**config.mk**
```make
export PLATFORM = sky130hd
export DESIGN_NAME = fwft_fifo_top
export DESIGN_NICKNAME = d
export VERILOG_FILES = /design/src/rtl/fwft_fifo_pkg.sv /design/src/rtl/fwft_fifo_top.sv /design/src/rtl/fifo_fwft.sv /design/src/rtl/fifo_ram.sv /design/src/rtl/fifo_ctrl.sv
export SDC_FILE = /design/constraint.sdc
export NUM_CORES = 1
export LEC_CHECK = 0
export ABC_AREA = 1
export BUFFER_PORTS_ARGS = -buffer_cell sky130_fd_sc_hd__buf_2
export CAP_MARGIN = 20
export CORE_ASPECT_RATIO = 1.1
export CORE_MARGIN = 2
export CORE_UTILIZATION = 35
export CTS_BUF_LIST = sky130_fd_sc_hd__clkbuf_4
export DETAILED_ROUTE_END_ITERATION = 10
export PLACE_DENSITY_LB_ADDON = 0.1
export SLEW_MARGIN = 20
export SYNTH_ARGS = -nofsm -noshare
export SYNTH_HDL_FRONTEND = slang
export SYNTH_SLANG_ARGS = --single-unit
```
**constraint.sdc**
```tcl
create_clock -name pos_rclk -period 5.4 [get_ports pos_rclk]
set_input_delay 0.81 -clock pos_rclk [delete_from_list [all_inputs] [get_ports pos_rclk]]
set_output_delay 0.81 -clock pos_rclk [all_outputs]
set_load 0.02 [all_outputs]
```
**src/rtl/fwft_fifo_pkg.sv**
```systemverilog
/*
  shared constants and bus types for the single-clock FWFT FIFO
  DEPTH must be a power of two, the pointers wrap without compare
  thresholds are in memory words and do not count the FWFT registers
*/

package fwft_fifo_pkg;

   localparam int DATA_W        = 16;
   localparam int DEPTH         = 16;
   localparam int ADDR_W        = $clog2(DEPTH);
   localparam int AEMPTY_THRESH = 2;
   localparam int AFULL_THRESH  = DEPTH - 2;

   typedef logic [DATA_W-1:0] data_t;

   // memory write request, controller to RAM
   typedef struct packed {
      logic              en;
      logic [ADDR_W-1:0] addr;
      data_t             data;
   } mem_wr_t;

   // memory read request, controller to RAM
   typedef struct packed {
      logic              en;
      logic [ADDR_W-1:0] addr;
   } mem_rd_t;

   // memory side status toward the FWFT stage
   typedef struct packed {
      logic empty;
      logic aempty;
   } mem_flags_t;

endpackage
```
**src/rtl/fwft_fifo_top.sv**
```systemverilog
/*
  single-clock FWFT FIFO top
  full reflects memory words only, up to three more sit in the FWFT stage
  wr_en and rd_en are active-high strobes, no handshake
*/

`timescale 1ns/10ps

module fwft_fifo_top import fwft_fifo_pkg::*; (
   input  logic  pos_rclk,
   input  logic  aresetn_rclk,
   input  logic  wr_en,
   input  data_t din,
   input  logic  rd_en,
   output data_t dout,
   output logic  full,
   output logic  afull,
   output logic  empty,
   output logic  aempty
);

   mem_wr_t    wr;
   mem_rd_t    rd;
   mem_flags_t flags;
   data_t      mem_dout;
   logic       mem_rd_en;

   // pointers, count and memory flags
   fifo_ctrl u_ctrl (
      .pos_rclk     (pos_rclk),
      .aresetn_rclk (aresetn_rclk),
      .wr_en        (wr_en),
      .din          (din),
      .mem_rd_en    (mem_rd_en),
      .wr           (wr),
      .rd           (rd),
      .flags        (flags),
      .full         (full),
      .afull        (afull)
   );

   fifo_ram u_ram (
      .pos_rclk (pos_rclk),
      .wr       (wr),
      .rd       (rd),
      .mem_dout (mem_dout)
   );

   // reader side
   fifo_fwft u_fwft (
      .pos_rclk     (pos_rclk),
      .aresetn_rclk (aresetn_rclk),
      .flags        (flags),
      .mem_dout     (mem_dout),
      .rd_en        (rd_en),
      .mem_rd_en    (mem_rd_en),
      .dout         (dout),
      .empty        (empty),
      .aempty       (aempty)
   );

endmodule

```
**src/rtl/fifo_fwft.sv**
```systemverilog
/*
  first-word-fall-through stage behind the registered-read memory
  three registers: memory output, middle skid and output
  head word sits on dout while empty is low, rd_en pops it
  rd_en is ignored while empty is high
*/

`timescale 1ns/10ps

module fifo_fwft import fwft_fifo_pkg::*; (
   input  logic       pos_rclk,
   input  logic       aresetn_rclk,
   input  mem_flags_t flags,
   input  data_t      mem_dout,
   input  logic       rd_en,
   output logic       mem_rd_en,
   output data_t      dout,
   output logic       empty,
   output logic       aempty
);

   logic  mem_valid;
   logic  mid_valid;
   logic  out_valid;
   data_t mid_dout;
   logic  rd_ack;
   logic  update_dout;
   logic  update_mid;

   // ----------------------------------------------------------------------
   // load decisions
   // ----------------------------------------------------------------------
   assign rd_ack = rd_en & ~empty;

   // output loads when free or being popped
   assign update_dout = (mem_valid | mid_valid) & (rd_ack | ~out_valid);

   // memory word goes to middle when output is busy,
   // or when middle is moving to output this cycle
   assign update_mid = mem_valid & (mid_valid == update_dout);

   // one more read only if some register is free
   assign mem_rd_en = ~flags.empty & ~(mem_valid & mid_valid & out_valid);

   assign aempty = flags.aempty | empty;

   // ----------------------------------------------------------------------
   // valid bits and output register
   // ----------------------------------------------------------------------
   always_ff @(posedge pos_rclk or negedge aresetn_rclk) begin
      if (!aresetn_rclk) begin
         mem_valid <= 1'b0;
         mid_valid <= 1'b0;
         out_valid <= 1'b0;
         empty     <= 1'b1;
         dout      <= '0;
      end else begin
         // memory output register valid one edge after the read
         if (mem_rd_en) begin
            mem_valid <= 1'b1;
         end else if (update_mid || update_dout) begin
            mem_valid <= 1'b0;
         end

         if (update_mid) begin
            mid_valid <= 1'b1;
         end else if (update_dout) begin
            mid_valid <= 1'b0;
         end

         if (update_dout) begin
            out_valid <= 1'b1;
            empty     <= 1'b0;
            // middle is older than the memory word
            dout      <= mid_valid ? mid_dout : mem_dout;
         end else if (rd_ack) begin
            out_valid <= 1'b0;
            empty     <= 1'b1;
         end
      end
   end

   // skid register, payload only
   always_ff @(posedge pos_rclk) begin
      if (update_mid) begin
         mid_dout <= mem_dout;
      end
   end

endmodule

```
**src/rtl/fifo_ram.sv**
```systemverilog
/*
  register array with one write port and one registered read port
  no read-during-write bypass, the controller never reads the slot
  being written; output holds when no read is enabled
*/

`timescale 1ns/10ps

module fifo_ram import fwft_fifo_pkg::*; (
   input  logic    pos_rclk,
   input  mem_wr_t wr,
   input  mem_rd_t rd,
   output data_t   mem_dout
);

   data_t mem [DEPTH];

   // write port
   always_ff @(posedge pos_rclk) begin
      if (wr.en) begin
         mem[wr.addr] <= wr.data;
      end
   end

   // registered read, output held between reads
   always_ff @(posedge pos_rclk) begin
      if (rd.en) begin
         mem_dout <= mem[rd.addr];
      end
   end

endmodule

```
**src/rtl/fifo_ctrl.sv**
```systemverilog
/*
  pointer and flag controller for the FIFO memory
  writes while full are dropped here, reads come only from the FWFT stage
  all flags are registered from the next count value
*/

`timescale 1ns/10ps

module fifo_ctrl import fwft_fifo_pkg::*; (
   input  logic       pos_rclk,
   input  logic       aresetn_rclk,
   input  logic       wr_en,
   input  data_t      din,
   input  logic       mem_rd_en,
   output mem_wr_t    wr,
   output mem_rd_t    rd,
   output mem_flags_t flags,
   output logic       full,
   output logic       afull
);

   logic [ADDR_W-1:0] wr_ptr;
   logic [ADDR_W-1:0] rd_ptr;
   logic [ADDR_W:0]   count;
   logic [ADDR_W:0]   count_nxt;
   logic              wr_ok;
   logic              rd_ok;

   // ----------------------------------------------------------------------
   // accepted requests
   // ----------------------------------------------------------------------
   assign wr_ok = wr_en & ~full;
   // FWFT already checks empty, kept here so the count cannot underflow
   assign rd_ok = mem_rd_en & ~flags.empty;

   assign wr = '{en: wr_ok, addr: wr_ptr, data: din};
   assign rd = '{en: rd_ok, addr: rd_ptr};

   // next occupancy, unchanged when both happen
   always_comb begin
      count_nxt = count;
      if (wr_ok && !rd_ok) begin
         count_nxt = count + 1'b1;
      end else if (rd_ok && !wr_ok) begin
         count_nxt = count - 1'b1;
      end
   end

   // ----------------------------------------------------------------------
   // pointers, count and flags
   // ----------------------------------------------------------------------
   always_ff @(posedge pos_rclk or negedge aresetn_rclk) begin
      if (!aresetn_rclk) begin
         wr_ptr       <= '0;
         rd_ptr       <= '0;
         count        <= '0;
         full         <= 1'b0;
         afull        <= 1'b0;
         flags.empty  <= 1'b1;
         flags.aempty <= 1'b1;
      end else begin
         // natural wrap at DEPTH
         if (wr_ok) begin
            wr_ptr <= wr_ptr + 1'b1;
         end
         if (rd_ok) begin
            rd_ptr <= rd_ptr + 1'b1;
         end
         count        <= count_nxt;
         full         <= (count_nxt == (ADDR_W+1)'(DEPTH));
         afull        <= (count_nxt >= (ADDR_W+1)'(AFULL_THRESH));
         flags.empty  <= (count_nxt == '0);
         flags.aempty <= (count_nxt <= (ADDR_W+1)'(AEMPTY_THRESH));
      end
   end

endmodule

```
Word level (Yosys, flattened, before mapping)
Memory sizes are Yosys's and may differ from the RTL's. A register that Yosys moved wholly into a read port is not among the register bits.
Cells that the tools add are included.
{"block": "totals", "reg_bits": 53, "ramBits": 256, "inputBits": 20, "output_inout_bits": 20, "word_cells": 60, "n_memories": 1}
{"block": "op_classes", "addsub": 4, "order_cmp": 2, "eq_ne": 2, "mux": 13, "bitwise": 16, "n_reduce_logical": 9}
{"name": "u_ram.mem", "depth": 16, "word_bits": 16, "read_ports": 1, "rd_ports_with_merged_regs": 1, "wr": 1, "line": "fifo_ram.sv:16", "text": "data_t mem [DEPTH];"}
{"op": "$mux W16", "n": 1}
{"op": "$mux W1", "n": 10}
{"op": "$mux W5", "n": 2}
{"op": "$add A4 B1 Y4 const B", "n": 2}
{"op": "$and A1 B1 Y1", "n": 8}
{"op": "$reduce_bool A2 Y1", "n": 3}
{"op": "$add A5 B1 Y5 const B", "n": 1}
{"op": "$eq A5 B5 Y1 const B", "n": 1}
{"op": "$ge A5 B4 Y1 const B", "n": 1}
{"op": "$le A5 B2 Y1 const B", "n": 1}
{"op": "$logic_not A5 Y1", "n": 1}
{"op": "$not A1 Y1", "n": 5}
{"op": "$sub A5 B1 Y5 const B", "n": 1}
{"op": "$or A1 B1 Y1", "n": 3}
{"op": "$logic_and A1 B1 Y1", "n": 2}
{"op": "$logic_not A1 Y1", "n": 2}
{"op": "$eq A1 B1 Y1", "n": 1}
{"op": "$logic_or A1 B1 Y1", "n": 1}

Depth between registers and ports, before layout
Gate-level depths: netlist of run 1.
{"block": "depth", "ltp_word": 9, "mapped_depth": 11}

Hierarchy
From an unflattened synthesis of run 1, not the netlist that was laid out.
{"block": "unflattened", "hier_cells": 1361, "hier_area_um2": 14133.6}
{"mod": "fifo_ram", "instances": 1, "cells_each": 1074, "area_per_inst_um2": 11541.1, "seq_area_each_um2": 8167.8}
{"mod": "fifo_fwft", "instances": 1, "cells_each": 161, "area_per_inst_um2": 1549.0, "seq_area_each_um2": 982.2}
{"mod": "fifo_ctrl", "instances": 1, "cells_each": 126, "area_per_inst_um2": 1043.5, "seq_area_each_um2": 427.9}

Least setup slack after synthesis of run 1
OpenSTA, ideal clock, no wires.
{"block": "synth_path", "path_type": "input to register", "start": "input wr_en", "end": "memory u_ram.mem[11][0] (netlist name), enable pin", "t_arrival_ns": 1.986, "required_time_ns": 5.012, "slack_ns": 3.026, "cell_stages": 5, "n_path_buf": 1, "cell_sequence": "nand2_2 > inv_2 > buf_2 > nand2_1 > nor2_1"}
{"block": "synth_via", "elab_chain_len": 3}
{"element": "start, declared", "line": "fwft_fifo_top.sv:12", "text": "input logic wr_en,"}
{"element": "$and A1 B1 Y1", "line": "fifo_ctrl.sv:32", "text": "assign wr_ok = wr_en & ~full;"}
{"element": "$mux W1", "line": "fifo_ram.sv:20", "text": "if (wr.en) begin"}
{"element": "$mux W1 (implied by the code)", "line": "fifo_ram.sv:21", "text": "mem[wr.addr] <= wr.data;"}
{"element": "end, declared", "line": "fifo_ram.sv:16"}
Every way passes these cells.

==> results of run 1 <==
[area by class of cell]
| cell class | instances | area, µm² | area share, % |
|---|---|---|---|
| clock buffer | 149 | 1120 | 7.48 |
| tap | 494 | 618 | 4.14 |
| timing repair buffer | 60 | 353 | 2.36 |
| antenna | 2 | 5.00 | 0.0335 |
| sequential | 325 | 9590 | 64.1 |
| clock inverter | 13 | 56.3 | 0.377 |
| inverter | 24 | 92.6 | 0.620 |
| multi-input combinational | 614 | 3110 | 20.8 |
[worst paths after layout]
check / from / to / slack (ns)
worst max register to register: u_ctrl.rd_ptr[0] / u_ram.mem_dout[3] / 2.75
worst max-delay path: u_ctrl.rd_ptr[0] / u_ram.mem_dout[3] / 2.75
worst min register to register: u_ram.mem_dout[12] / u_fwft.mid_dout[12] / 0.45
min in group pos_rclk: rd_en / u_fwft.empty / 0.34
max in group asynchronous: aresetn_rclk / u_ctrl.rd_ptr[0] / 4.62
worst min-delay path: aresetn_rclk / u_ctrl.rd_ptr[3] / 0.17
[registers in the layout (all words and copies together) (netlist names), 2 cells and up]
signal	flops
u_fwft.mid_dout	16
u_ctrl.wr_ptr	4
u_ctrl.count	5
u_ram.mem_dout	16
u_ctrl.rd_ptr	4
u_ctrl.flags	2
u_fwft.dout	16
u_ram.mem	256
[Yosys cell counts, drive strengths merged]
master	instances	area, µm²
inv	23	86.3
dfstp	3	78.8
nor2	234	941
nand4	4	25.0
o211ai	64	480
xor2	8	70.1
clkbuf	26	97.6
edfxtp	288	8650
nor3	1	5.00
dfrtp	34	851
nand2	94	370
a21boi	1	7.51
a31oi	16	100
a21oi	1	8.76
o21ai	145	729
ha	7	87.6
buf	33	215
o31ai	1	7.51
or2	1	6.26
nand3b	3	22.5
clkinv	1	3.75
nand3	34	188
[metal layers]
layer | wire length [µm] | up-vias
met1 | 14800 | 4000
met2 | 15900 | 221
met5 | 30 | -
met4 | 579 | 4
met3 | 1750 | 45
li1 | - | 3933
[stage by stage]
stage               setup WS [ns]  area, µm²  util (%)  hold slack [ns]
global route                 2.49      14900      40.5            0.183
detailed placement           2.72      13800      37.3            0.436
CTS                          2.71      14900      40.4            0.129
finish                       2.75      14900      40.5            0.167
global placement             2.73      13800      37.3            0.434
floorplan                    3.03      13000         -            0.427
[kinds of logic (layout without fill, tap and decap cells)]
logic type,count (synthesis),in the layout,share of synthesized area (%)
compound gates,228,228,10.2
xor+xnor,8,8,0.538
fa+ha+maj,7,7,0.672
buf+inv,83,246,3.09
flops,325,325,73.5
other cells,0,2,0
simple gates,371,371,12.0
[power groups by stage]
| stage | logic, µW | clock network [µW] | registers, µW |
|---|---|---|---|
| 4_1_cts | 2420 | 2320 | 3610 |
| 3_3_place_gp | 2420 | 0 | 3660 |
| 3_5_place_dp | 2410 | 0 | 3670 |
| 2_1_floorplan | 1730 | 0 | 3500 |
| 5_1_grt | 2680 | 2450 | 3660 |
| 6_report | 2360 | 2240 | 3610 |
[worst register-to-register path, cell delays in order (launching register included)]
cell                       delay (ns)
sky130_fd_sc_hd__dfrtp_4         0.65
sky130_fd_sc_hd__inv_4           0.73
sky130_fd_sc_hd__buf_4           0.55
sky130_fd_sc_hd__nor2_1          0.09
sky130_fd_sc_hd__nor2_1          0.09
sky130_fd_sc_hd__o21ai_0         0.09
sky130_fd_sc_hd__o21ai_1         0.14
sky130_fd_sc_hd__o211ai_1        0.11
sky130_fd_sc_hd__nand2_1         0.08
==> report_table.html, run 1 <==
<table>
<tr><th>Metric</th><th>Value</th></tr>
<tr><th colspan="2">Place</th></tr>
<tr><td>Placed insts</td><td>1,517</td></tr>
<tr><td>DP Wirelength</td><td>17.4 mm</td></tr>
<tr><td>Port Buffer Count</td><td>39</td></tr>
<tr><td>Final estimated routing congestion in global placement</td><td>0.737</td></tr>
<tr><th colspan="2">Global routing</th></tr>
<tr><td>Via count of the first global-routing pass</td><td>8,195</td></tr>
<tr><td>Maximum number of pins on one net before global-route repair</td><td>98</td></tr>
<tr><td>Met1 routing resource usage after global routing</td><td>22.1%</td></tr>
<tr><td>Antenna violations before repair</td><td>5</td></tr>
<tr><td>Layer carrying the most global-route usage</td><td>met2</td></tr>
<tr><td>Met2 global-route usage</td><td>29.0%</td></tr>
<tr><td>GR Util All Layers</td><td>17.4%</td></tr>
<tr><td>Wire length of the first global-routing pass</td><td>49.8 mm</td></tr>
<tr><td>Met3 track utilization from global routing</td><td>4.13%</td></tr>
<tr><td>Sum of overflow across all layers after global routing</td><td>0</td></tr>
<tr><th colspan="2">Clock tree</th></tr>
<tr><td>CTS clock-pin slew for the worst setup and hold paths</td><td>0.06 ns</td></tr>
<tr><td>CTS HTree Levels</td><td>3</td></tr>
<tr><td>Clk buf depth</td><td>3</td></tr>
<tr><td>Buffer cell driving the clock tree root</td><td>sky130_fd_sc_hd__clkbuf_4</td></tr>
<tr><td>Hold bufs inserted after CTS</td><td>0</td></tr>
<tr><td>Clock tree sinks</td><td>325</td></tr>
<tr><td>CTS resizes</td><td>0</td></tr>
<tr><td>Number of buffers inserted to repair setup after CTS</td><td>0</td></tr>
<tr><td>Clk_lat worst skew</td><td>0.75 ns</td></tr>
<tr><td>Num CTS Buffers</td><td>91</td></tr>
<tr><td>CTS tree</td><td>built</td></tr>
<tr><th colspan="2">Worst setup path</th></tr>
<tr><td>Worst-path cell with the longest stage delay</td><td>sky130_fd_sc_hd__inv_4</td></tr>
<tr><td>Sort of element at the start of the critical path</td><td>register</td></tr>
<tr><td>Data required, critical path</td><td>5.99 ns</td></tr>
<tr><td>Worst Setup End Kind</td><td>register</td></tr>
<tr><td>Highest fanout seen on the critical path</td><td>69</td></tr>
<tr><td>Instance count on the critical path</td><td>8</td></tr>
<tr><td>Family with the most delay on the worst path</td><td>buffers and inverters</td></tr>
<tr><td>Critical path buffer and inverter count</td><td>2</td></tr>
<tr><td>Delay of the slowest cell on the worst path</td><td>0.72 ns</td></tr>
<tr><td>CP Class</td><td>reg -&gt; reg</td></tr>
<tr><td>Count of cells along the worst register-to-register path</td><td>8</td></tr>
<tr><td>Worst path cell trace</td><td>inv_4, buf_4, nor2_1, nor2_1, o21ai_0, o21ai_1, o211ai_1, nand2_1</td></tr>
<tr><td>CP dominant cell by count</td><td>sky130_fd_sc_hd__nor2_1</td></tr>
<tr><td>Arr. time, crit path</td><td>3.24 ns</td></tr>
<tr><th colspan="2">Floorplanning</th></tr>
<tr><td>Total Die Area</td><td>38,800 µm²</td></tr>
<tr><td>Die extent in y</td><td>206 µm</td></tr>
<tr><td>DIE WIDTH</td><td>188 µm</td></tr>
<tr><td>Cell row count</td><td>74</td></tr>
<tr><td>IO Pins</td><td>40</td></tr>
<tr><td>Starting Density</td><td>35.3%</td></tr>
<tr><td>CORE AREA</td><td>36,900 µm²</td></tr>
<tr><th colspan="2">STA</th></tr>
<tr><td>Max-slew violation count</td><td>0</td></tr>
<tr><td>Max Clock Freq</td><td>0.378 GHz</td></tr>
<tr><td>Worst slew margin relative to its limit</td><td>33.0%</td></tr>
<tr><td>Setup violations, final</td><td>0</td></tr>
<tr><td>Worst Max-Slew Pin Slew</td><td>1.01 ns</td></tr>
<tr><td>Setup Total Neg Slack</td><td>0 ns</td></tr>
<tr><td>Min cycle time layout</td><td>2.65 ns</td></tr>
<tr><td>Count of endpoints failing hold in the final timing report</td><td>0</td></tr>
<tr><td>Clock tree skew after final layout</td><td>0.0428 ns</td></tr>
<tr><td>Final worst-path cycle share</td><td>49.0%</td></tr>
<tr><td>Unrepaired setup endpoints after global routing</td><td>false</td></tr>
<tr><th colspan="2">Worst hold path</th></tr>
<tr><td>Type of the worst min-delay path</td><td>in -&gt; async</td></tr>
<tr><th colspan="2">Final layout</th></tr>
<tr><td>Final #Nets</td><td>1,143</td></tr>
<tr><td>Filler Cell Count</td><td>3,592</td></tr>
<tr><td>Layout area overhead</td><td>14.7%</td></tr>
<tr><td>Final Instance Count excl. Fillers</td><td>1,681</td></tr>
<tr><td>Most common library cell in the layout ignoring fill and taps</td><td>sky130_fd_sc_hd__edfxtp_1</td></tr>
<tr><td>Share of post-route cells with drive strength above 1</td><td>23.6%</td></tr>
<tr><td>Commonest cells after routing, fill and taps aside</td><td>sky130_fd_sc_hd__edfxtp_1 (288), sky130_fd_sc_hd__nor2_1 (193), sky130_fd_sc_hd__clkbuf_4 (149)</td></tr>
<tr><th colspan="2">Power and ir drop</th></tr>
<tr><td>Cell-internal power</td><td>5190 µW</td></tr>
<tr><td>Overall Power</td><td>8210 µW</td></tr>
<tr><td>Fraction of power consumed by combinational cells</td><td>28.8%</td></tr>
<tr><td>Power per standard cell area</td><td>550 nW/µm²</td></tr>
<tr><td>Relative contribution of sequential cells to total power</td><td>43.9%</td></tr>
<tr><td>Worst vdd ir</td><td>0.262 mV</td></tr>
<tr><td>Clk network pwr share</td><td>27.3%</td></tr>
<tr><td>Net load switching power</td><td>3020 µW</td></tr>
<tr><td>Net switching share of the total power</td><td>36.7%</td></tr>
<tr><td>Leak pwr</td><td>0.00519 µW</td></tr>
<tr><th colspan="2">Route</th></tr>
<tr><td>Final wirelength</td><td>33.1 mm</td></tr>
<tr><td>DR pass1 iterations</td><td>5</td></tr>
<tr><td>Violation count after the first detailed-routing iteration</td><td>499</td></tr>
<tr><td>Average routed wire per standard cell</td><td>19.7 µm</td></tr>
<tr><td>Vias after detailed routing</td><td>8,203</td></tr>
<tr><td>Remaining antenna violation count after routing</td><td>0</td></tr>
<tr><td>Vias per cell</td><td>4.88</td></tr>
<tr><td>Residual DRC</td><td>0</td></tr>
<tr><th colspan="2">Yosys</th></tr>
<tr><td>Count of mapped cells out of synthesis</td><td>1,022</td></tr>
<tr><td>Mean cell area of the mapped netlist</td><td>12.7 µm²</td></tr>
<tr><td>Post-synthesis instance area</td><td>13,000 µm²</td></tr>
<tr><td>Synth unique cells</td><td>33</td></tr>
<tr><td>YS warnings</td><td>0</td></tr>
<tr><td>Sequential share of the synthesized area</td><td>73.5%</td></tr>
<tr><td>Number of synthesized register bits</td><td>325</td></tr>
<tr><td>Nets in the synthesized netlist</td><td>1,049</td></tr>
<tr><th colspan="2">Status</th></tr>
<tr><td>Outcome</td><td>finished, final reports clean</td></tr>
<tr><th colspan="2">Flow run</th></tr>
<tr><td>Number of max-cap violations</td><td>0</td></tr>
</table>
No activity file was read; power rests on OpenSTA's default activity.
==> run 2, diff against run 1 <==
==> constraint.sdc (replaced) <==
create_clock -name pos_rclk -period 2.55 [get_ports pos_rclk]
set_input_delay 0.3825 -clock pos_rclk [delete_from_list [all_inputs] [get_ports pos_rclk]]
set_output_delay 0.3825 -clock pos_rclk [all_outputs]
set_load 0.02 [all_outputs]
==> run 2 against run 1 <==
Clock skew fell by 0.016 ns. Count of clock-buffer cells in the layout decreased by 3. Sequential share of layout area decreased by 2.3 points. Via count grew 1.3%. Non-clock buffer count rose by 47.
==> report_table.html, run 2 (synthesis gave the netlist of run 1 again) <==
<table>
<tr><th>Metric</th><th>Value</th></tr>
<tr><th colspan="2">Place</th></tr>
<tr><td>DP Wirelength</td><td>19.3 mm (+11%)</td></tr>
<tr><td>Final estimated routing congestion in global placement</td><td>0.769 (+4.3%)</td></tr>
<tr><td>Placed Instance Area</td><td>14,000 µm² (+2.0%)</td></tr>
<tr><td>Port Buffer Count</td><td>39 (unchanged)</td></tr>
<tr><th colspan="2">Final layout</th></tr>
<tr><td>Layout area overhead</td><td>18.9%</td></tr>
<tr><td>Most common library cell in the layout ignoring fill and taps</td><td>sky130_fd_sc_hd__edfxtp_1</td></tr>
<tr><td>Register with the most flip-flops</td><td>u_ram.mem</td></tr>
<tr><td>Final Util</td><td>41.9% (+1.5 points)</td></tr>
<tr><td>Commonest cells after routing, fill and taps aside</td><td>sky130_fd_sc_hd__edfxtp_1 (288), sky130_fd_sc_hd__nor2_1 (193), sky130_fd_sc_hd__clkbuf_4 (146)</td></tr>
<tr><td>Flip-flop count of the largest register after layout</td><td>256 (unchanged)</td></tr>
<tr><td>Share of post-route cells with drive strength above 1</td><td>25.2% (+1.6 points)</td></tr>
<tr><td>Final std cell area, no fill</td><td>15,500 µm² (+3.7%)</td></tr>
<tr><td>Filler Cell Count</td><td>3,549 (-1.2%)</td></tr>
<tr><td>Final #Nets</td><td>1,189 (+4.0%)</td></tr>
<tr><th colspan="2">Route</th></tr>
<tr><td>Average routed wire per standard cell</td><td>19.2 µm (-2.3%)</td></tr>
<tr><td>Violation count after the first detailed-routing iteration</td><td>588 (+18%)</td></tr>
<tr><td>Vias after detailed routing</td><td>8,306 (+1.3%)</td></tr>
<tr><td>Vias per cell</td><td>4.81 (-1.4%)</td></tr>
<tr><td>Final wirelength</td><td>33.2 mm (+0.36%)</td></tr>
<tr><td>Residual DRC</td><td>0 (unchanged)</td></tr>
<tr><td>DR pass1 iterations</td><td>7 (+2)</td></tr>
<tr><td>Remaining antenna violation count after routing</td><td>0 (unchanged)</td></tr>
<tr><th colspan="2">STA</th></tr>
<tr><td>Min cycle time layout</td><td>1.92 ns (-0.722 ns)</td></tr>
<tr><td>Count of endpoints failing hold in the final timing report</td><td>0 (unchanged)</td></tr>
<tr><td>Max-slew violation count</td><td>0 (unchanged)</td></tr>
<tr><td>Max Clock Freq</td><td>0.520 GHz (+38%)</td></tr>
<tr><td>Worst Max-Slew Pin Slew</td><td>0.620 ns (-0.386 ns)</td></tr>
<tr><td>Clock tree skew after final layout</td><td>0.0269 ns (-0.0158 ns)</td></tr>
<tr><td>Setup violations, final</td><td>0 (unchanged)</td></tr>
<tr><td>Setup Total Neg Slack</td><td>0 ns (unchanged)</td></tr>
<tr><td>Worst hold margin</td><td>0.0830 ns (-0.0836 ns)</td></tr>
<tr><td>Unrepaired setup endpoints after global routing</td><td>false</td></tr>
<tr><td>Worst slew margin relative to its limit</td><td>58.6% (+26 points)</td></tr>
<tr><td>Final worst-path cycle share</td><td>75.4% (+26 points)</td></tr>
<tr><th colspan="2">Global routing</th></tr>
<tr><td>Antenna violations before repair</td><td>1 (-4)</td></tr>
<tr><td>GR Util All Layers</td><td>17.7% (+0.35 points)</td></tr>
<tr><td>Maximum number of pins on one net before global-route repair</td><td>105 (+7.1%)</td></tr>
<tr><td>Sum of overflow across all layers after global routing</td><td>0 (unchanged)</td></tr>
<tr><td>Wire length of the first global-routing pass</td><td>51.1 mm (+2.5%)</td></tr>
<tr><td>Via count of the first global-routing pass</td><td>8,402 (+2.5%)</td></tr>
<tr><th colspan="2">Clock tree</th></tr>
<tr><td>Clock tree sinks</td><td>325 (unchanged)</td></tr>
<tr><td>CTS HTree Levels</td><td>3 (unchanged)</td></tr>
<tr><td>Clk_lat worst skew</td><td>0.75 ns (about the same)</td></tr>
<tr><td>CTS clock-pin slew for the worst setup and hold paths</td><td>0.07 ns (about the same)</td></tr>
<tr><td>Hold bufs inserted after CTS</td><td>18 (+18)</td></tr>
<tr><td>Number of buffers inserted to repair setup after CTS</td><td>0 (unchanged)</td></tr>
<tr><td>Clk buf depth</td><td>3 (unchanged)</td></tr>
<tr><td>CTS resizes</td><td>0 (unchanged)</td></tr>
<tr><td>Num CTS Buffers</td><td>90 (-1.1%)</td></tr>
<tr><td>Buffer cell driving the clock tree root</td><td>sky130_fd_sc_hd__clkbuf_4</td></tr>
<tr><td>CTS tree</td><td>built</td></tr>
<tr><th colspan="2">Power and ir drop</th></tr>
<tr><td>Power per standard cell area</td><td>1170 nW/µm² (+110%)</td></tr>
<tr><td>Worst vdd ir</td><td>0.461 mV (+76%)</td></tr>
<tr><td>Relative contribution of sequential cells to total power</td><td>40.9% (-3.0 points)</td></tr>
<tr><td>Fraction of power consumed by combinational cells</td><td>30.8% (+2.0 points)</td></tr>
<tr><td>Overall Power</td><td>18,100 µW (+120%)</td></tr>
<tr><td>Net switching share of the total power</td><td>35.7% (-1.0 points)</td></tr>
<tr><td>Net load switching power</td><td>6460 µW (+110%)</td></tr>
<tr><td>Leak pwr</td><td>0.00549 µW (+5.8%)</td></tr>
<tr><td>Clk network pwr share</td><td>28.3% (+1.0 points)</td></tr>
<tr><td>Cell-internal power</td><td>11,600 µW (+120%)</td></tr>
<tr><th colspan="2">Worst setup path</th></tr>
<tr><td>Arr. time, crit path</td><td>2.51 ns (-0.73 ns)</td></tr>
<tr><td>Family with the most delay on the worst path</td><td>buffers and inverters</td></tr>
<tr><td>Data required, critical path</td><td>3.13 ns (-2.86 ns)</td></tr>
<tr><td>Critical path buffer and inverter count</td><td>2 (unchanged)</td></tr>
<tr><td>Worst Setup End Kind</td><td>register</td></tr>
<tr><td>Delay of the slowest cell on the worst path</td><td>0.51 ns (-0.21 ns)</td></tr>
<tr><td>Worst-path cell with the longest stage delay</td><td>sky130_fd_sc_hd__dfrtp_4</td></tr>
<tr><td>Worst path cell trace</td><td>inv_4, buf_12, nor2_1, nor2_1, o21ai_0, o211ai_1, o211ai_1, nand2_1</td></tr>
<tr><td>Highest fanout seen on the critical path</td><td>31 (-55%)</td></tr>
<tr><td>Sort of element at the start of the critical path</td><td>register</td></tr>
<tr><td>CP Class</td><td>reg -&gt; reg</td></tr>
<tr><td>Register-to-register path setup slack</td><td>0.63 ns (-2.13 ns)</td></tr>
<tr><th colspan="2">Floorplanning</th></tr>
<tr><td>CORE AREA</td><td>36,900 µm² (unchanged)</td></tr>
<tr><td>DIE WIDTH</td><td>188 µm (unchanged)</td></tr>
<tr><td>Die extent in y</td><td>206 µm (unchanged)</td></tr>
<tr><td>IO Pins</td><td>40 (unchanged)</td></tr>
<tr><td>Cell row count</td><td>74 (unchanged)</td></tr>
<tr><td>Starting Density</td><td>35.3% (unchanged)</td></tr>
<tr><td>Total Die Area</td><td>38,800 µm² (unchanged)</td></tr>
<tr><th colspan="2">Flow run</th></tr>
<tr><td>Number of max-cap violations</td><td>0 (unchanged)</td></tr>
<tr><th colspan="2">Status</th></tr>
<tr><td>Outcome</td><td>finished, final reports clean</td></tr>
<tr><th colspan="2">Worst hold path</th></tr>
<tr><td>Type of the worst min-delay path</td><td>in -&gt; reg</td></tr>
</table>
==> run 2: cell count changes in the layout (fill, tap and decap cells not counted), moves of 3 or more <==
| cell | before | now |
|---|---|---|
| sky130_fd_sc_hd__nor2_4 | 5 | 0 |
| sky130_fd_sc_hd__buf_12 | 0 | 7 |
| sky130_fd_sc_hd__bufinv_16 | 0 | 4 |
| sky130_fd_sc_hd__dlygate4sd3_1 | 0 | 18 |
| sky130_fd_sc_hd__buf_4 | 21 | 43 |
| sky130_fd_sc_hd__clkbuf_4 | 149 | 146 |
| sky130_fd_sc_hd__nor2_2 | 36 | 41 |
==> run 2: per-stage QoR <==
step	instances	setup slack (ns)
4_1_cts	1725	0.536
6_report	1726	0.627
3_5_place_dp	1546	0.626
3_3_place_gp	1546	0.625
2_1_floorplan	1022	0.465
5_1_grt	1726	0.443
==> run 2: layer usage <==
layer,GRT usage (%),share of wire [%],vias to the layer above
met3,4.04,4.9,59
met2,29.0,47,209
li1,-,-,4031
met5,0,0,-
met1,23.2,46,4007
met4,6.30,2.1,0
==> run 2: final cells by class <==
type                            count  area [µm²]  area share (%)
Clock buffer                      146        1100            7.07
Multi-Input combinational cell    614        3090            19.9
Inverter                           24        92.6           0.598
Clock inverter                     15         171            1.11
Sequential cell                   325        9590            61.9
Tap cell                          494         618            3.99
Antenna cell                        1        2.50          0.0161
Timing Repair Buffer              107         838            5.41
==> run 2: power groups by stage <==
stage,logic (µW),clock network (µW),registers (µW)
2_1_floorplan,3660,0,7410
3_3_place_gp,5680,0,7490
3_5_place_dp,5670,0,7510
4_1_cts,5700,5320,7400
5_1_grt,6320,5600,7490
6_report,5570,5120,7400
==> run 2: final timing paths <==
check	from	end	cells after the start
hold / removal	din[8]	u_ram.mem[8][8]	1
setup / recovery	u_ctrl.rd_ptr[0]	u_ram.mem_dout[7]	8
hold reg to reg	u_ram.mem_dout[7]	u_fwft.mid_dout[7]	0
max in group asynchronous	aresetn_rclk	u_fwft.empty	3
setup reg to reg	u_ctrl.rd_ptr[0]	u_ram.mem_dout[7]	8
min in group asynchronous	aresetn_rclk	u_ctrl.wr_ptr[2]	2
==> run 2: worst register-to-register path, delay by kind of cell, from the launching register on <==
| kind | cells | cell delay (ns) |
|---|---|---|
| simple gates | 3 | 0.25 |
| compound gates | 3 | 0.37 |
| buf+inv | 2 | 0.65 |
| flops | 1 | 0.51 |
==> run 3, diff against run 2 <==
--- a/config.mk
+++ b/config.mk
@@ -5,7 +5,7 @@
 export SDC_FILE = /design/constraint.sdc
 export NUM_CORES = 1
 export LEC_CHECK = 0
-export ABC_AREA = 1
+export ABC_AREA = 0
 export BUFFER_PORTS_ARGS = -buffer_cell sky130_fd_sc_hd__buf_2
 export CAP_MARGIN = 20
 export CORE_ASPECT_RATIO = 1.1
==> constraint.sdc (replaced) <==
create_clock -name pos_rclk -period 1.7 [get_ports pos_rclk]
set_input_delay 0.255 -clock pos_rclk [delete_from_list [all_inputs] [get_ports pos_rclk]]
set_output_delay 0.255 -clock pos_rclk [all_outputs]
set_load 0.02 [all_outputs]
==> run 3 against run 2 <==
Power grew 35%. Largest power group unchanged. First-iteration DRC count shrank 43%. Flip-flop and latch count is the same. Area after synthesis shrank 3.6%. The run now ends with negative setup slack left. Sequential power grew 43%. Synthesized cell count shrank 43%. Register-to-register slack lost 0.96 ns.
==> report_table.html, run 3 <==
<table>
<tr><th>Metric</th><th>Value</th></tr>
<tr><th colspan="2">Final layout</th></tr>
<tr><td>Flip-flop count of the largest register after layout</td><td>256 (unchanged)</td></tr>
<tr><td>Final #Nets</td><td>787 (-34%)</td></tr>
<tr><td>Layout area overhead</td><td>24.6%</td></tr>
<tr><td>Final Instance Count excl. Fillers</td><td>1,302 (-25%)</td></tr>
<tr><td>Final Util</td><td>44.3% (+2.4 points)</td></tr>
<tr><td>Register with the most flip-flops</td><td>u_ram.mem</td></tr>
<tr><td>Most common library cell in the layout ignoring fill and taps</td><td>sky130_fd_sc_hd__edfxtp_1</td></tr>
<tr><td>Commonest cells after routing, fill and taps aside</td><td>sky130_fd_sc_hd__edfxtp_1 (288), sky130_fd_sc_hd__clkbuf_4 (131), sky130_fd_sc_hd__mux4_2 (75)</td></tr>
<tr><td>Share of post-route cells with drive strength above 1</td><td>44.4% (+19 points)</td></tr>
<tr><th colspan="2">Place</th></tr>
<tr><td>Port Buffer Count</td><td>39 (unchanged)</td></tr>
<tr><td>Final estimated routing congestion in global placement</td><td>0.736 (-4.2%)</td></tr>
<tr><td>DP Wirelength</td><td>16.9 mm (-12%)</td></tr>
<tr><td>Placed insts</td><td>1,129 (-27%)</td></tr>
<tr><th colspan="2">Yosys</th></tr>
<tr><td>Count of mapped cells out of synthesis</td><td>578 (-43%)</td></tr>
<tr><td>Number of synthesized register bits</td><td>325 (unchanged)</td></tr>
<tr><td>Post-synthesis instance area</td><td>12,600 µm² (-3.6%)</td></tr>
<tr><td>Share of Yosys cell area claimed by the top area cell type</td><td>68.8% (+2.5 points)</td></tr>
<tr><td>Mean cell area of the mapped netlist</td><td>21.7 µm² (+70%)</td></tr>
<tr><td>Async set or reset register ratio after synthesis</td><td>11.4% (unchanged)</td></tr>
<tr><td>Top cells by count, synth</td><td>sky130_fd_sc_hd__edfxtp_1 (288), sky130_fd_sc_hd__mux4_2 (67), sky130_fd_sc_hd__dfrtp_1 (34), sky130_fd_sc_hd__nor2_1 (25), sky130_fd_sc_hd__a21oi_1 (20)</td></tr>
<tr><td>Number of enable flip-flop cells after synthesis</td><td>288 (unchanged)</td></tr>
<tr><td>YS warnings</td><td>0 (unchanged)</td></tr>
<tr><td>Nets in the synthesized netlist</td><td>605 (-42%)</td></tr>
<tr><td>Sequential share of the synthesized area</td><td>76.2% (+2.7 points)</td></tr>
<tr><td>Library cell with the largest summed area after synthesis</td><td>sky130_fd_sc_hd__edfxtp_1</td></tr>
<tr><td>Main synth FF type</td><td>sky130_fd_sc_hd__edfxtp_1</td></tr>
<tr><td>Most frequent cell after synthesis</td><td>sky130_fd_sc_hd__edfxtp_1</td></tr>
<tr><td>Cell types occupying the most area after synthesis</td><td>sky130_fd_sc_hd__edfxtp_1 (69%), sky130_fd_sc_hd__mux4_2 (12%), sky130_fd_sc_hd__dfrtp_1 (6.8%), sky130_fd_sc_hd__mux4_1 (2.7%), sky130_fd_sc_hd__mux2i_1 (1.3%)</td></tr>
<tr><td>Synth unique cells</td><td>41 (+24%)</td></tr>
<tr><th colspan="2">Flow run</th></tr>
<tr><td>Number of max-cap violations</td><td>0 (unchanged)</td></tr>
<tr><th colspan="2">Floorplanning</th></tr>
<tr><td>CORE AREA</td><td>35,300 µm² (-4.4%)</td></tr>
<tr><td>DIE WIDTH</td><td>185 µm (-1.8%)</td></tr>
<tr><td>IO Pins</td><td>40 (unchanged)</td></tr>
<tr><td>Starting Density</td><td>35.6% (+0.30 points)</td></tr>
<tr><td>Die extent in y</td><td>203 µm (-1.8%)</td></tr>
<tr><td>Total Die Area</td><td>37,400 µm² (-3.5%)</td></tr>
<tr><td>Cell row count</td><td>72 (-2.7%)</td></tr>
<tr><th colspan="2">STA</th></tr>
<tr><td>Clock tree skew after final layout</td><td>0.0402 ns (+0.0133 ns)</td></tr>
<tr><td>Max-slew violation count</td><td>0 (unchanged)</td></tr>
<tr><td>Count of endpoints failing hold in the final timing report</td><td>0 (unchanged)</td></tr>
<tr><td>Min cycle time layout</td><td>2.03 ns (+0.110 ns)</td></tr>
<tr><td>Final worst-path cycle share</td><td>120% (+44 points)</td></tr>
<tr><td>Unrepaired setup endpoints after global routing</td><td>true</td></tr>
<tr><td>Final worst slack</td><td>-0.334 ns (-0.960 ns)</td></tr>
<tr><td>Setup violations, final</td><td>17 (+17)</td></tr>
<tr><td>Worst slew margin relative to its limit</td><td>73.8% (+15 points)</td></tr>
<tr><td>Setup Total Neg Slack</td><td>-4.80 ns (-4.80 ns)</td></tr>
<tr><td>Max Clock Freq</td><td>0.492 GHz (-5.4%)</td></tr>
<tr><td>Worst hold margin</td><td>0.149 ns (+0.0659 ns)</td></tr>
<tr><td>Worst Max-Slew Pin Slew</td><td>0.393 ns (-0.227 ns)</td></tr>
<tr><th colspan="2">Worst setup path</th></tr>
<tr><td>Reg2Reg Capture Point</td><td>u_ram.mem_dout[5]</td></tr>
<tr><td>CP Class</td><td>reg -&gt; reg</td></tr>
<tr><td>Count of cells along the worst register-to-register path</td><td>4 (-4)</td></tr>
<tr><td>Worst path cell trace</td><td>buf_4, buf_12, mux4_2, mux4_2</td></tr>
<tr><td>CP dominant cell by count</td><td>sky130_fd_sc_hd__mux4_2</td></tr>
<tr><td>Highest fanout seen on the critical path</td><td>7 (-77%)</td></tr>
<tr><td>Sort of element at the start of the critical path</td><td>register</td></tr>
<tr><td>Family with the most delay on the worst path</td><td>multiplexers</td></tr>
<tr><td>Worst-path cell with the longest stage delay</td><td>sky130_fd_sc_hd__mux4_2</td></tr>
<tr><td>Worst Setup End Kind</td><td>register</td></tr>
<tr><td>Register-to-register path setup slack</td><td>-0.33 ns (-0.96 ns)</td></tr>
<tr><td>Arr. time, crit path</td><td>2.45 ns (-0.06 ns)</td></tr>
<tr><td>Instance count on the critical path</td><td>4 (-4)</td></tr>
<tr><td>FF-to-FF Start</td><td>u_ctrl.rd_ptr[0]</td></tr>
<tr><td>Data required, critical path</td><td>2.12 ns (-1.01 ns)</td></tr>
<tr><td>Delay of the slowest cell on the worst path</td><td>0.51 ns (about the same)</td></tr>
<tr><td>Critical path buffer and inverter count</td><td>2 (unchanged)</td></tr>
<tr><th colspan="2">Status</th></tr>
<tr><td>Outcome</td><td>finished, violations left</td></tr>
<tr><td>Failing checks</td><td>negative setup slack</td></tr>
<tr><th colspan="2">Route</th></tr>
<tr><td>Vias after detailed routing</td><td>6,297 (-24%)</td></tr>
<tr><td>Residual DRC</td><td>0 (unchanged)</td></tr>
<tr><td>Final wirelength</td><td>28.4 mm (-14%)</td></tr>
<tr><td>Average routed wire per standard cell</td><td>21.9 µm (+14%)</td></tr>
<tr><td>Remaining antenna violation count after routing</td><td>0 (unchanged)</td></tr>
<tr><td>DR pass1 iterations</td><td>4 (-3)</td></tr>
<tr><td>Vias per cell</td><td>4.84 (+0.50%)</td></tr>
<tr><td>Violation count after the first detailed-routing iteration</td><td>333 (-43%)</td></tr>
<tr><th colspan="2">Power and ir drop</th></tr>
<tr><td>Net load switching power</td><td>7040 µW (+9.0%)</td></tr>
<tr><td>Worst vdd ir</td><td>0.637 mV (+38%)</td></tr>
<tr><td>Leak pwr</td><td>0.00542 µW (-1.2%)</td></tr>
<tr><td>Relative contribution of sequential cells to total power</td><td>43.3% (+2.4 points)</td></tr>
<tr><td>Net switching share of the total power</td><td>28.9% (-6.9 points)</td></tr>
<tr><td>Power per standard cell area</td><td>1560 nW/µm² (+34%)</td></tr>
<tr><td>Cell-internal power</td><td>17,400 µW (+49%)</td></tr>
<tr><td>Fraction of power consumed by combinational cells</td><td>29.5% (-1.3 points)</td></tr>
<tr><td>Clk network pwr share</td><td>27.2% (-1.1 points)</td></tr>
<tr><th colspan="2">Clock tree</th></tr>
<tr><td>CTS clock-pin slew for the worst setup and hold paths</td><td>0.08 ns (about the same)</td></tr>
<tr><td>Buffer cell driving the clock tree root</td><td>sky130_fd_sc_hd__clkbuf_4</td></tr>
<tr><td>CTS HTree Levels</td><td>3 (unchanged)</td></tr>
<tr><td>Clk buf depth</td><td>3 (unchanged)</td></tr>
<tr><td>CTS tree</td><td>built</td></tr>
<tr><td>Clock tree sinks</td><td>325 (unchanged)</td></tr>
<tr><td>Num CTS Buffers</td><td>83 (-7.8%)</td></tr>
<tr><td>Clk_lat worst skew</td><td>0.71 ns (-0.04 ns)</td></tr>
<tr><th colspan="2">Global routing</th></tr>
<tr><td>Maximum number of pins on one net before global-route repair</td><td>38 (-64%)</td></tr>
<tr><td>Wire length of the first global-routing pass</td><td>42.2 mm (-17%)</td></tr>
<tr><td>Antenna violations before repair</td><td>1 (unchanged)</td></tr>
<tr><td>Sum of overflow across all layers after global routing</td><td>0 (unchanged)</td></tr>
<tr><td>GR Util All Layers</td><td>15.6% (-2.1 points)</td></tr>
<tr><td>Via count of the first global-routing pass</td><td>6,781 (-19%)</td></tr>
<tr><th colspan="2">Worst hold path</th></tr>
<tr><td>Worst hold path cell count</td><td>5 (+4)</td></tr>
<tr><td>Type of the worst min-delay path</td><td>in -&gt; reg</td></tr>
<tr><td>Startpoint of the most critical hold path</td><td>wr_en</td></tr>
<tr><td>WHS Endpoint</td><td>u_ctrl.count[0]</td></tr>
</table>
==> run 3: changes by cell type after synthesis, sizes merged, moves of 8 or more <==
cell    delta
nor2     -209
o21ai    -140
nand2     -81
mux4      +80
o211ai    -63
nand3     -29
clkbuf    -21
a21oi     +19
and2      +17
inv       -17
a31oi     -16
mux2i     +16
buf       -14
xnor2      +8
==> run 3: how the worst max path moves through the flow <==
| stage | startpoint | slack [ns] | endpoint |
|---|---|---|---|
| global route | u_ctrl.rd_ptr[0] | -0.36 | u_ram.mem_dout[3] |
| global placement | u_ctrl.rd_ptr[0] | -0.31 | u_ram.mem_dout[15] |
| CTS | u_ctrl.rd_ptr[0] | -0.33 | u_ram.mem_dout[2] |
| floorplan | u_ctrl.rd_ptr[0] | -0.22 | u_ram.mem_dout[10] |
| detailed placement | u_ctrl.rd_ptr[0] | -0.32 | u_ram.mem_dout[15] |
| finish | u_ctrl.rd_ptr[0] | -0.33 | u_ram.mem_dout[5] |
==> run 3: logic make-up after synthesis <==
family / after synthesis / synth area share, %
AO/OA/AOI/OAI: 30 / 1.34
XOR/XNOR: 11 / 0.827
adder cells (fa/ha/maj): 8 / 0.777
buffers and inverters: 31 / 1.76
flip-flops: 325 / 76.2
multiplexers: 96 / 16.0
AND/OR/NAND/NOR: 77 / 3.04
==> run 3: worst register-to-register path: cells and delay by family (launching register included) <==
family / cells / cell delay (ns)
flip-flops: 1 / 0.49
buffers and inverters: 2 / 0.27
multiplexers: 2 / 0.99
==> run 3: area by class of cell <==
class | count | area, µm²
multi-input cells | 222 | 2930
clock buffers | 131 | 983
well taps | 481 | 602
diodes | 2 | 5.00
inverters | 6 | 25.0
clock inverters | 13 | 80.1
fillers | 3113 | 19700
flip-flops and latches | 325 | 9590
repair buffers | 122 | 1440
==> run 3: per-layer routing <==
layer / wire length [µm] / up-vias / track usage, %
met1: 12100 / 3302 / 19.8
li1: - / 2793 / -
met4: 514 / 0 / 5.36
met3: 1440 / 37 / 4.50
met5: 0 / - / 0
met2: 14400 / 165 / 25.8
==> run 3: power groups by stage <==
stage | registers (µW) | clock network [µW] | logic (µW)
2_1_floorplan | 10800 | 0 | 4270
3_3_place_gp | 10700 | 0 | 6700
3_5_place_dp | 10700 | 0 | 6800
4_1_cts | 10600 | 6920 | 6960
5_1_grt | 10700 | 7340 | 7720
6_report | 10600 | 6630 | 7190
==> run 3: through the flow <==
stage          total power [µW]  setup slack [ns]  area [µm²]
2_1_floorplan             15000            -0.221       12600
3_3_place_gp              17400            -0.312       14100
3_5_place_dp              17500            -0.316       14100
4_1_cts                   24500            -0.328       15400
5_1_grt                   25700            -0.365       15700
6_report                  24400            -0.334       15700
==> run 3: timing repair <==
action	CTS	global route
endpoints found under the setup margin	200	185
hold buffers	19	0
setup buffers	1	5
cloned	1	1
gates resized for setup	16	32
pin swaps	2	7
endpoints found under the hold margin	297	0
